### src/design/fetch_decode_pkg.sv
// Shared definitions for the dual-issue decode stage
// Holds the bundle and slot types, the decode class flags and the
// RV32 major opcode values used by the instruction classifier

package fetch_decode_pkg;

    // ------------------------------------------------------------------------
    // Basic types
    // ------------------------------------------------------------------------
    typedef logic [31:0] pc_t;
    typedef logic [31:0] instr_t;

    // Slot 0 in the low half, slot 1 in the high half
    typedef logic [63:0] bundle_t;

    // Class flags produced per slot, MSB first
    typedef struct packed {
        logic invalid;
        logic exec;
        logic lsu;
        logic branch;
        logic mul;
        logic div;
        logic csr;
        logic rd_valid;
    } decode_info_t;

    // ------------------------------------------------------------------------
    // RV32 major opcodes
    // ------------------------------------------------------------------------
    localparam logic [6:0] OPC_LUI      = 7'b0110111;
    localparam logic [6:0] OPC_AUIPC    = 7'b0010111;
    localparam logic [6:0] OPC_JAL      = 7'b1101111;
    localparam logic [6:0] OPC_JALR     = 7'b1100111;
    localparam logic [6:0] OPC_BRANCH   = 7'b1100011;
    localparam logic [6:0] OPC_LOAD     = 7'b0000011;
    localparam logic [6:0] OPC_STORE    = 7'b0100011;
    localparam logic [6:0] OPC_OP_IMM   = 7'b0010011;
    localparam logic [6:0] OPC_OP       = 7'b0110011;
    localparam logic [6:0] OPC_MISC_MEM = 7'b0001111;
    localparam logic [6:0] OPC_SYSTEM   = 7'b1110011;

    // funct7 of the M extension (MUL/DIV/REM family)
    localparam logic [6:0] FUNCT7_MULDIV = 7'b0000001;

    // Low PC bits of the second instruction in a bundle
    localparam logic [2:0] SLOT1_PC_OFFSET = 3'd4;

endpackage

### src/design/issue_slot_if.sv
// Issue slot bundle
// Carries one instruction with its PC and fault flags from the
// bundle queue head to the decoder of that slot

interface issue_slot_if;

    logic                     valid;
    fetch_decode_pkg::instr_t instr;
    fetch_decode_pkg::pc_t    pc;
    logic                     fault_fetch;
    logic                     fault_page;

    // Queue side drives the head entry
    modport queue
    (
        output valid,
        output instr,
        output pc,
        output fault_fetch,
        output fault_page
    );

    // Decoder side only observes
    modport decode
    (
        input valid,
        input instr,
        input pc,
        input fault_fetch,
        input fault_page
    );

endinterface

### src/design/fetch_fifo.sv
// Fetch bundle queue
// Circular buffer of two-instruction bundles; each entry keeps a valid
// bit per slot so the slots can be issued separately. The head entry
// retires once both of its slots are gone. Flush empties the queue.

module fetch_fifo
#(
    parameter int FIFO_DEPTH = 2
)
(
    input  logic                      clk_i,
    input  logic                      rst_i,
    input  logic                      flush_i,

    // Fetch side
    input  logic                      push_i,
    input  fetch_decode_pkg::pc_t     pc_i,
    input  logic                      pred_branch_i,
    input  fetch_decode_pkg::bundle_t bundle_i,
    input  logic                      fault_fetch_i,
    input  logic                      fault_page_i,
    output logic                      accept_o,

    // Issue side
    input  logic                      pop0_i,
    input  logic                      pop1_i,
    issue_slot_if.queue               slot0_o,
    issue_slot_if.queue               slot1_o
);

    localparam int ADDR_W  = $clog2(FIFO_DEPTH);
    localparam int COUNT_W = ADDR_W + 1;

    // ------------------------------------------------------------------------
    // Storage
    // ------------------------------------------------------------------------
    fetch_decode_pkg::bundle_t bundle_q [FIFO_DEPTH];
    fetch_decode_pkg::pc_t     pc_q     [FIFO_DEPTH];
    logic [FIFO_DEPTH-1:0]     fault_fetch_q;
    logic [FIFO_DEPTH-1:0]     fault_page_q;

    // Per-entry slot valids and pointers
    logic [FIFO_DEPTH-1:0]     slot0_valid_q;
    logic [FIFO_DEPTH-1:0]     slot1_valid_q;
    logic [ADDR_W-1:0]         rd_ptr_q;
    logic [ADDR_W-1:0]         wr_ptr_q;
    logic [COUNT_W-1:0]        count_q;

    fetch_decode_pkg::bundle_t bundle_w;
    logic                      not_empty_w;
    logic                      head_valid0_w;
    logic                      head_valid1_w;
    logic                      push_w;
    logic                      pop0_w;
    logic                      pop1_w;
    logic                      retire_w;

    // Faulted fetches carry no usable instructions
    assign bundle_w = (fault_fetch_i | fault_page_i) ? '0 : bundle_i;

    assign not_empty_w   = (count_q != '0);
    assign head_valid0_w = not_empty_w & slot0_valid_q[rd_ptr_q];
    assign head_valid1_w = not_empty_w & slot1_valid_q[rd_ptr_q];

    assign accept_o = (count_q != COUNT_W'(FIFO_DEPTH));
    assign push_w   = push_i & accept_o;
    assign pop0_w   = pop0_i & head_valid0_w;
    assign pop1_w   = pop1_i & head_valid1_w;

    // Last remaining slot of the head goes, alone or with its partner
    assign retire_w = (pop0_w & ~head_valid1_w) |
                      (pop1_w & ~head_valid0_w) |
                      (pop0_w & pop1_w);

    // ------------------------------------------------------------------------
    // Payload write
    // ------------------------------------------------------------------------
    always_ff @(posedge clk_i)
    begin
        if (push_w)
        begin
            bundle_q[wr_ptr_q]      <= bundle_w;
            pc_q[wr_ptr_q]          <= pc_i;
            fault_fetch_q[wr_ptr_q] <= fault_fetch_i;
            fault_page_q[wr_ptr_q]  <= fault_page_i;
        end
    end

    // ------------------------------------------------------------------------
    // Pointers, count and slot valids
    // ------------------------------------------------------------------------
    always_ff @(posedge clk_i or posedge rst_i)
    begin
        if (rst_i)
        begin
            rd_ptr_q      <= '0;
            wr_ptr_q      <= '0;
            count_q       <= '0;
            slot0_valid_q <= '0;
            slot1_valid_q <= '0;
        end
        else if (flush_i)
        begin
            rd_ptr_q      <= '0;
            wr_ptr_q      <= '0;
            count_q       <= '0;
            slot0_valid_q <= '0;
            slot1_valid_q <= '0;
        end
        else
        begin
            if (push_w)
            begin
                slot0_valid_q[wr_ptr_q] <= 1'b1;
                // Predicted-taken branch in slot 0 kills slot 1
                slot1_valid_q[wr_ptr_q] <= ~pred_branch_i;
                wr_ptr_q                <= wr_ptr_q + 1'b1;
            end

            if (pop0_w)
                slot0_valid_q[rd_ptr_q] <= 1'b0;
            if (pop1_w)
                slot1_valid_q[rd_ptr_q] <= 1'b0;

            if (retire_w)
                rd_ptr_q <= rd_ptr_q + 1'b1;

            if (push_w & ~retire_w)
                count_q <= count_q + 1'b1;
            else if (~push_w & retire_w)
                count_q <= count_q - 1'b1;
        end
    end

    // ------------------------------------------------------------------------
    // Head entry to the issue slots
    // ------------------------------------------------------------------------
    assign slot0_o.valid       = head_valid0_w;
    assign slot0_o.instr       = bundle_q[rd_ptr_q][31:0];
    assign slot0_o.pc          = {pc_q[rd_ptr_q][31:3], 3'b000};
    assign slot0_o.fault_fetch = fault_fetch_q[rd_ptr_q];
    assign slot0_o.fault_page  = fault_page_q[rd_ptr_q];

    assign slot1_o.valid       = head_valid1_w;
    assign slot1_o.instr       = bundle_q[rd_ptr_q][63:32];
    assign slot1_o.pc          = {pc_q[rd_ptr_q][31:3], fetch_decode_pkg::SLOT1_PC_OFFSET};
    assign slot1_o.fault_fetch = fault_fetch_q[rd_ptr_q];
    assign slot1_o.fault_page  = fault_page_q[rd_ptr_q];

endmodule

### src/design/instr_decoder.sv
// RV32IM instruction classifier
// Purely combinational; sorts one issue slot into execution classes
// and flags whether the instruction writes a destination register

module instr_decoder
#(
    parameter bit SUPPORT_MULDIV = 1'b1
)
(
    issue_slot_if.decode                 slot_i,
    output fetch_decode_pkg::decode_info_t info_o
);

    // Instruction fields
    logic [6:0] opcode_w;
    logic [4:0] rd_w;
    logic [2:0] funct3_w;
    logic [6:0] funct7_w;

    // Slot is decodable
    logic       live_w;

    logic       is_m_w;
    logic       is_lsu_w;
    logic       is_branch_w;
    logic       is_exec_w;
    logic       is_mul_w;
    logic       is_div_w;
    logic       is_csr_w;
    logic       writes_rd_w;

    assign opcode_w = slot_i.instr[6:0];
    assign rd_w     = slot_i.instr[11:7];
    assign funct3_w = slot_i.instr[14:12];
    assign funct7_w = slot_i.instr[31:25];

    assign live_w = slot_i.valid & ~slot_i.fault_fetch & ~slot_i.fault_page;

    // ------------------------------------------------------------------------
    // Class detection
    // ------------------------------------------------------------------------
    assign is_m_w = (opcode_w == fetch_decode_pkg::OPC_OP) &&
                    (funct7_w == fetch_decode_pkg::FUNCT7_MULDIV);

    assign is_lsu_w = (opcode_w == fetch_decode_pkg::OPC_LOAD) ||
                      (opcode_w == fetch_decode_pkg::OPC_STORE);

    assign is_branch_w = (opcode_w == fetch_decode_pkg::OPC_JAL)  ||
                         (opcode_w == fetch_decode_pkg::OPC_JALR) ||
                         (opcode_w == fetch_decode_pkg::OPC_BRANCH);

    assign is_exec_w = (opcode_w == fetch_decode_pkg::OPC_LUI)    ||
                       (opcode_w == fetch_decode_pkg::OPC_AUIPC)  ||
                       (opcode_w == fetch_decode_pkg::OPC_OP_IMM) ||
                       ((opcode_w == fetch_decode_pkg::OPC_OP) && !is_m_w);

    // funct3 bit 2 splits MUL* from DIV*/REM*
    assign is_mul_w = SUPPORT_MULDIV && is_m_w && !funct3_w[2];
    assign is_div_w = SUPPORT_MULDIV && is_m_w && funct3_w[2];

    // Fences go down the CSR path too
    assign is_csr_w = (opcode_w == fetch_decode_pkg::OPC_SYSTEM) ||
                      (opcode_w == fetch_decode_pkg::OPC_MISC_MEM);

    // CSR reads write rd; ECALL/EBREAK/xRET have funct3 of zero
    assign writes_rd_w = is_exec_w || is_mul_w || is_div_w                    ||
                         (opcode_w == fetch_decode_pkg::OPC_LOAD)             ||
                         (opcode_w == fetch_decode_pkg::OPC_JAL)              ||
                         (opcode_w == fetch_decode_pkg::OPC_JALR)             ||
                         ((opcode_w == fetch_decode_pkg::OPC_SYSTEM) && (funct3_w != 3'b000));

    // ------------------------------------------------------------------------
    // Flag output
    // ------------------------------------------------------------------------
    always_comb
    begin
        info_o = '0;
        if (live_w)
        begin
            info_o.exec     = is_exec_w;
            info_o.lsu      = is_lsu_w;
            info_o.branch   = is_branch_w;
            info_o.mul      = is_mul_w;
            info_o.div      = is_div_w;
            info_o.csr      = is_csr_w;
            // Unknown opcode, or M op with the unit absent
            info_o.invalid  = !(is_exec_w || is_lsu_w || is_branch_w ||
                                is_mul_w  || is_div_w || is_csr_w);
            info_o.rd_valid = (rd_w != 5'd0) && writes_rd_w;
        end
    end

endmodule

### src/design/fetch_decode.sv
// Dual-issue decode stage
// Queues fetch bundles and presents the head entry as two issue slots,
// each classified by its own RV32IM decoder in the same cycle

module fetch_decode
#(
    parameter bit SUPPORT_MULDIV = 1'b1,
    parameter int FIFO_DEPTH     = 2
)
(
    input  logic                      clk_i,
    input  logic                      rst_i,

    // Fetch unit
    input  logic                      fetch_valid_i,
    input  fetch_decode_pkg::bundle_t fetch_instr_i,
    input  fetch_decode_pkg::pc_t     fetch_pc_i,
    input  logic                      fetch_pred_branch_i,
    input  logic                      fetch_fault_fetch_i,
    input  logic                      fetch_fault_page_i,
    output logic                      fetch_accept_o,

    input  logic                      slot0_accept_i,
    input  logic                      slot1_accept_i,
    input  logic                      branch_request_i,

    // Issue slot 0
    output logic                      slot0_valid_o,
    output fetch_decode_pkg::instr_t  slot0_instr_o,
    output fetch_decode_pkg::pc_t     slot0_pc_o,
    output logic                      slot0_fault_fetch_o,
    output logic                      slot0_fault_page_o,
    output logic                      slot0_invalid_o,
    output logic                      slot0_exec_o,
    output logic                      slot0_lsu_o,
    output logic                      slot0_branch_o,
    output logic                      slot0_mul_o,
    output logic                      slot0_div_o,
    output logic                      slot0_csr_o,
    output logic                      slot0_rd_valid_o,

    // Issue slot 1
    output logic                      slot1_valid_o,
    output fetch_decode_pkg::instr_t  slot1_instr_o,
    output fetch_decode_pkg::pc_t     slot1_pc_o,
    output logic                      slot1_fault_fetch_o,
    output logic                      slot1_fault_page_o,
    output logic                      slot1_invalid_o,
    output logic                      slot1_exec_o,
    output logic                      slot1_lsu_o,
    output logic                      slot1_branch_o,
    output logic                      slot1_mul_o,
    output logic                      slot1_div_o,
    output logic                      slot1_csr_o,
    output logic                      slot1_rd_valid_o
);

    issue_slot_if slot0_if ();
    issue_slot_if slot1_if ();

    fetch_decode_pkg::decode_info_t info0_w;
    fetch_decode_pkg::decode_info_t info1_w;

    // ------------------------------------------------------------------------
    // Bundle queue, flushed by a taken branch
    // ------------------------------------------------------------------------
    fetch_fifo #(
        .FIFO_DEPTH (FIFO_DEPTH)
    ) u_fifo (
        .clk_i         (clk_i),
        .rst_i         (rst_i),
        .flush_i       (branch_request_i),
        .push_i        (fetch_valid_i),
        .pc_i          (fetch_pc_i),
        .pred_branch_i (fetch_pred_branch_i),
        .bundle_i      (fetch_instr_i),
        .fault_fetch_i (fetch_fault_fetch_i),
        .fault_page_i  (fetch_fault_page_i),
        .accept_o      (fetch_accept_o),
        .pop0_i        (slot0_accept_i),
        .pop1_i        (slot1_accept_i),
        .slot0_o       (slot0_if),
        .slot1_o       (slot1_if)
    );

    // ------------------------------------------------------------------------
    // One classifier per slot
    // ------------------------------------------------------------------------
    instr_decoder #(
        .SUPPORT_MULDIV (SUPPORT_MULDIV)
    ) u_dec0 (
        .slot_i (slot0_if),
        .info_o (info0_w)
    );

    instr_decoder #(
        .SUPPORT_MULDIV (SUPPORT_MULDIV)
    ) u_dec1 (
        .slot_i (slot1_if),
        .info_o (info1_w)
    );

    // Slot 0 outputs
    assign slot0_valid_o       = slot0_if.valid;
    assign slot0_instr_o       = slot0_if.instr;
    assign slot0_pc_o          = slot0_if.pc;
    assign slot0_fault_fetch_o = slot0_if.fault_fetch;
    assign slot0_fault_page_o  = slot0_if.fault_page;
    assign slot0_invalid_o     = info0_w.invalid;
    assign slot0_exec_o        = info0_w.exec;
    assign slot0_lsu_o         = info0_w.lsu;
    assign slot0_branch_o      = info0_w.branch;
    assign slot0_mul_o         = info0_w.mul;
    assign slot0_div_o         = info0_w.div;
    assign slot0_csr_o         = info0_w.csr;
    assign slot0_rd_valid_o    = info0_w.rd_valid;

    // Slot 1 outputs
    assign slot1_valid_o       = slot1_if.valid;
    assign slot1_instr_o       = slot1_if.instr;
    assign slot1_pc_o          = slot1_if.pc;
    assign slot1_fault_fetch_o = slot1_if.fault_fetch;
    assign slot1_fault_page_o  = slot1_if.fault_page;
    assign slot1_invalid_o     = info1_w.invalid;
    assign slot1_exec_o        = info1_w.exec;
    assign slot1_lsu_o         = info1_w.lsu;
    assign slot1_branch_o      = info1_w.branch;
    assign slot1_mul_o         = info1_w.mul;
    assign slot1_div_o         = info1_w.div;
    assign slot1_csr_o         = info1_w.csr;
    assign slot1_rd_valid_o    = info1_w.rd_valid;

endmodule

### config.mk
export PLATFORM = sky130hd
export DESIGN_NAME = fetch_decode
export DESIGN_NICKNAME = d
export VERILOG_FILES = /design/src/design/fetch_decode_pkg.sv /design/src/design/issue_slot_if.sv /design/src/design/fetch_fifo.sv /design/src/design/instr_decoder.sv /design/src/design/fetch_decode.sv
export SDC_FILE = /design/constraint.sdc
export NUM_CORES = 1
export LEC_CHECK = 0
export ABC_AREA = 1
export BUFFER_PORTS_ARGS = -buffer_cell sky130_fd_sc_hd__buf_2
export CORE_MARGIN = 2
export CORE_UTILIZATION = 47
export CTS_CLUSTER_DIAMETER = 120
export CTS_CLUSTER_SIZE = 28
export DETAILED_ROUTE_END_ITERATION = 8
export HOLD_SLACK_MARGIN = 0.06
export PLACE_DENSITY = 0.8
export SLEW_MARGIN = 20
export SYNTH_ARGS = -nofsm -noshare
export SYNTH_HDL_FRONTEND = slang
export SYNTH_SLANG_ARGS = --single-unit
### constraint.sdc
create_clock -name clk_i -period 5.57 [get_ports clk_i]
set_input_delay 0.557 -clock clk_i [delete_from_list [all_inputs] [get_ports clk_i]]
set_output_delay 0.557 -clock clk_i [all_outputs]
set_load 0.005 [all_outputs]
==> results_dict.tcl <==
set metrics [dict create \
    status "complete, no violations" \
    rows 49 \
    rsz0062_at_grt "no" \
    p_seq_share_pct 45.8 \
    pwr-share-comb_pct 25.4 \
    clk_pin_slew_ns 0.07 \
    p_per_area_nw_per_um2 403.5 \
    cp_slowest_cell "dfrtp_4" \
    critical_path_arrival_ns 3.31 \
    cp.required_ns 5.01 \
    hold_ws_ns 0.3181 \
    avgSynthCellArea_um2 10.25 \
    drcViolationCount 0 \
    max-vdd-ir-drop_v 0.0002276 \
    fmax_ghz 0.2589 \
    cts-resized-gates 0 \
    p_leak_nw 4.961 \
    rrSetupSlack_ns 2.93 \
    finalSetupViolCount 0 \
    layout.nets 1171 \
    worstSetupPathType "reg2out" \
    period_share_pct 69.35 \
    gp_congestion 0.8389 \
    grt_max_degree 91 \
    ant_nets 0 \
    worstPathCellList "inv_6 > nand2_1 > nand2_1 > nand2_1 > nor3_1 > nand4_1 > nor2_1 > buf_2" \
    r2r_start "u_fifo.rd_ptr_q$_DFFE_PP0P_" \
    final_common_cell "nand2_1" \
    drive_gt1_share_pct 28.45 \
    dp_cells 1275 \
    htreeDepth 4 \
    syn-cell-area_um2 8776 \
    reg2regPathDepth 10 \
    gr-usage-all-layers_pct 19.24 \
    ys_types 30 \
    clk_latency_ns 0.42 \
    io_pins 256 \
    yosys_register_bits 198 \
    die_h_um 140.6 \
    num_vias 6221 \
    dp_hpwl_mm 12.94 \
    cp_num_buf_inv 2 \
    tns_ns 0 \
    layoutNonFillerInstCount 1309 \
    skew_ns 0.01147 \
    grt_pass1_vias 6048 \
    n_fill_cell 1471 \
    seq_area_um2 5909 \
    drt_iter0_drc 368 \
    multi_input_area_um2 2006 \
    vias_per_cell 4.752 \
    firstDrtPassIters 4 \
    critPathTopFamily "simple AND/OR/NAND/NOR gates" \
    hold_class "in2reg" \
    dieArea_um2 19780 \
    cts.sinks 198 \
    power_switching_share_pct 30.72 \
    relSlewSlack_pct 48.87 \
    slew_violations 0 \
    cts_buffers 17 \
    mostFrequentLayoutCells "nand2_1 (287), buf_2 (246), edfxtp_1 (190)" \
    power_mw 4.245 \
    clockPowerShare_pct 28.9 \
    crit_path_frequent_cell "nand2_1" \
    worst_pin_slew_ns 0.7670 \
    gr-total-overflow 0 \
    cts_tree "yes" \
    ctsRootBufferMaster "clkbuf_16" \
    hold-path-cell-count 2 \
    endpoint_kind "output pin" \
    intPower_mw 2.941 \
    holdCritStartpoint "fetch_pred_branch_i" \
    coreArea_um2 18150 \
    grt_antenna_before_repair 3 \
    start_util_pct 48.36 \
    fin_crit_ns 3.863 \
    numPortBuffers 246 \
    hold_violations 0 \
    die_w_um 140.6 \
    grt_pass1_wl_mm 29.48 \
    rr_endpoint "u_fifo.count_q[0]$_DFFE_PP0P_" \
    clk_path_buf_depth 2 \
    synth.yosys.seq_area_share_pct 67.29 \
    max_stage_delay_ns 0.76 \
    final_core_util_pct 57.96 \
    area_delta_synth_final_pct 19.86 \
    start_kind "flop" \
    path_max_fanout 90 \
    postCtsSetupBuffers 0 \
    wl_per_cell_um 14.51 \
    p_switching_mw 1.304 \
    synthCells 856 \
    synth_warnings 0 \
    maxCapViolations 0 \
    drt-total-wl_mm 19.00 \
    min_to "u_fifo.slot1_valid_q[0]$_DFF_PP0_" \
]
kinds of logic (layout without fill, tap and decap cells):
group           Yosys count  after routing  share of synthesized area [%]
compound gates           36             36                          2.410
buf+inv                 181            400                          10.19
flops                   198            198                          67.29
other cells               2              7                        0.08558
simple gates            439            439                          20.02
per-stage QoR:
| stage | instance area, um2 | setup slack [ns] |
|---|---|---|
| 2_1_floorplan | 8791 | 0.1126 |
| 3_3_place_gp | 9915 | 2.219 |
| 3_5_place_dp | 9915 | 2.208 |
| 4_1_cts | 10520 | 1.744 |
| 5_1_grt | 10520 | 1.431 |
| 6_report | 10520 | 1.707 |
power by group through the flow:
stage | clock [mW] | sequential [mW] | combinational, mW
final | 1.23 | 1.94 | 1.08
after global routing | 1.31 | 1.96 | 1.21
after CTS | 1.25 | 1.94 | 1.10
after detailed placement | 0 | 1.98 | 1.09
after global placement | 0 | 1.97 | 1.07
after floorplan | 0 | 1.95 | 0.745
final cells by class:
type                       count  area share (%)
tap                          229           2.724
antenna                        1         0.02379
inverter                     115           4.151
clock buffer                  22           4.508
clock inverter                10           1.118
timing repair buffer         253           12.23
multi-input combinational    481           19.07
sequential                   198           56.18
repair_timing:
| action | in CTS | in global routing |
|---|---|---|
| hold buffers | 1 | 0 |
| hold endpoints to repair | 3 | 0 |
| endpoints found under the setup margin | 0 | 0 |
synth_stat cells:
cell / count / area share [%]
nand2_1: 287 / 12
edfxtp_1: 190 / 65
inv_1: 112 / 4.8
nor2_1: 102 / 4.4
buf_4: 38 / 3.3
nand3_1: 20 / 1.1
o21ai_0: 16 / 0.91
clkbuf_1: 12 / 0.51
buf_2: 9 / 0.51
o21ai_1: 9 / 0.51
dfrtp_1: 8 / 2.3
nand4_1: 7 / 0.50
buf_6: 6 / 0.77
nor2_2: 5 / 0.36
nor3_1: 5 / 0.29
nor3_2: 4 / 0.46
or2_2: 4 / 0.29
nand2_2: 3 / 0.21
a211oi_1: 2 / 0.17
a21oi_1: 2 / 0.11
conb_1: 2 / 0.086
inv_2: 2 / 0.086
o21ai_2: 2 / 0.20
o22ai_1: 2 / 0.14
or2_1: 2 / 0.14
buf_8: 1 / 0.17
inv_6: 1 / 0.10
o211ai_1: 1 / 0.086
o21a_1: 1 / 0.086
o21ai_4: 1 / 0.19
routing by layer:
layer	GRT usage (%)	part of all wire, %	vias to the layer above
met3	5.673	6.4	40
met1	22.57	41	2867
li1	-	-	3107
met2	33.56	50	203
met5	0	0.14	-
met4	7.316	2.7	4
state kept, by name, summed over array words and instances, names as in the netlist:
register,count
u_fifo.rd_ptr_q,1
u_fifo.fault_page_q,2
u_fifo.count_q,2
u_fifo.bundle_q,128
u_fifo.slot0_valid_q,2
u_fifo.wr_ptr_q,1
u_fifo.pc_q,58
u_fifo.slot1_valid_q,2
u_fifo.fault_fetch_q,2
worst register-to-register path, delay by kind of cell (launching register included):
kind / cells / cell delay, ns
DFF: 1 / 0.90
and+or+nand+nor: 8 / 0.85
buffers and inverters: 1 / 0.64
AOI/OAI and AO/OA: 1 / 0.15
worst max-delay path by stage:
stage | to | start | slack, ns | depth (start not counted)
after global routing | slot1_div_o | u_fifo.rd_ptr_q$_DFFE_PP0P_ | 1.43 | 8
after detailed placement | slot1_mul_o | u_fifo.rd_ptr_q$_DFFE_PP0P_ | 2.21 | 8
after floorplan | u_fifo.slot1_valid_q[1]$_DFF_PP0_ | fetch_valid_i | 0.11 | 4
after global placement | slot1_mul_o | u_fifo.rd_ptr_q$_DFFE_PP0P_ | 2.22 | 8
final | slot1_mul_o | u_fifo.rd_ptr_q$_DFFE_PP0P_ | 1.71 | 8
after CTS | slot1_mul_o | u_fifo.rd_ptr_q$_DFFE_PP0P_ | 1.74 | 8
No activity file was read; power rests on OpenSTA's default activity.
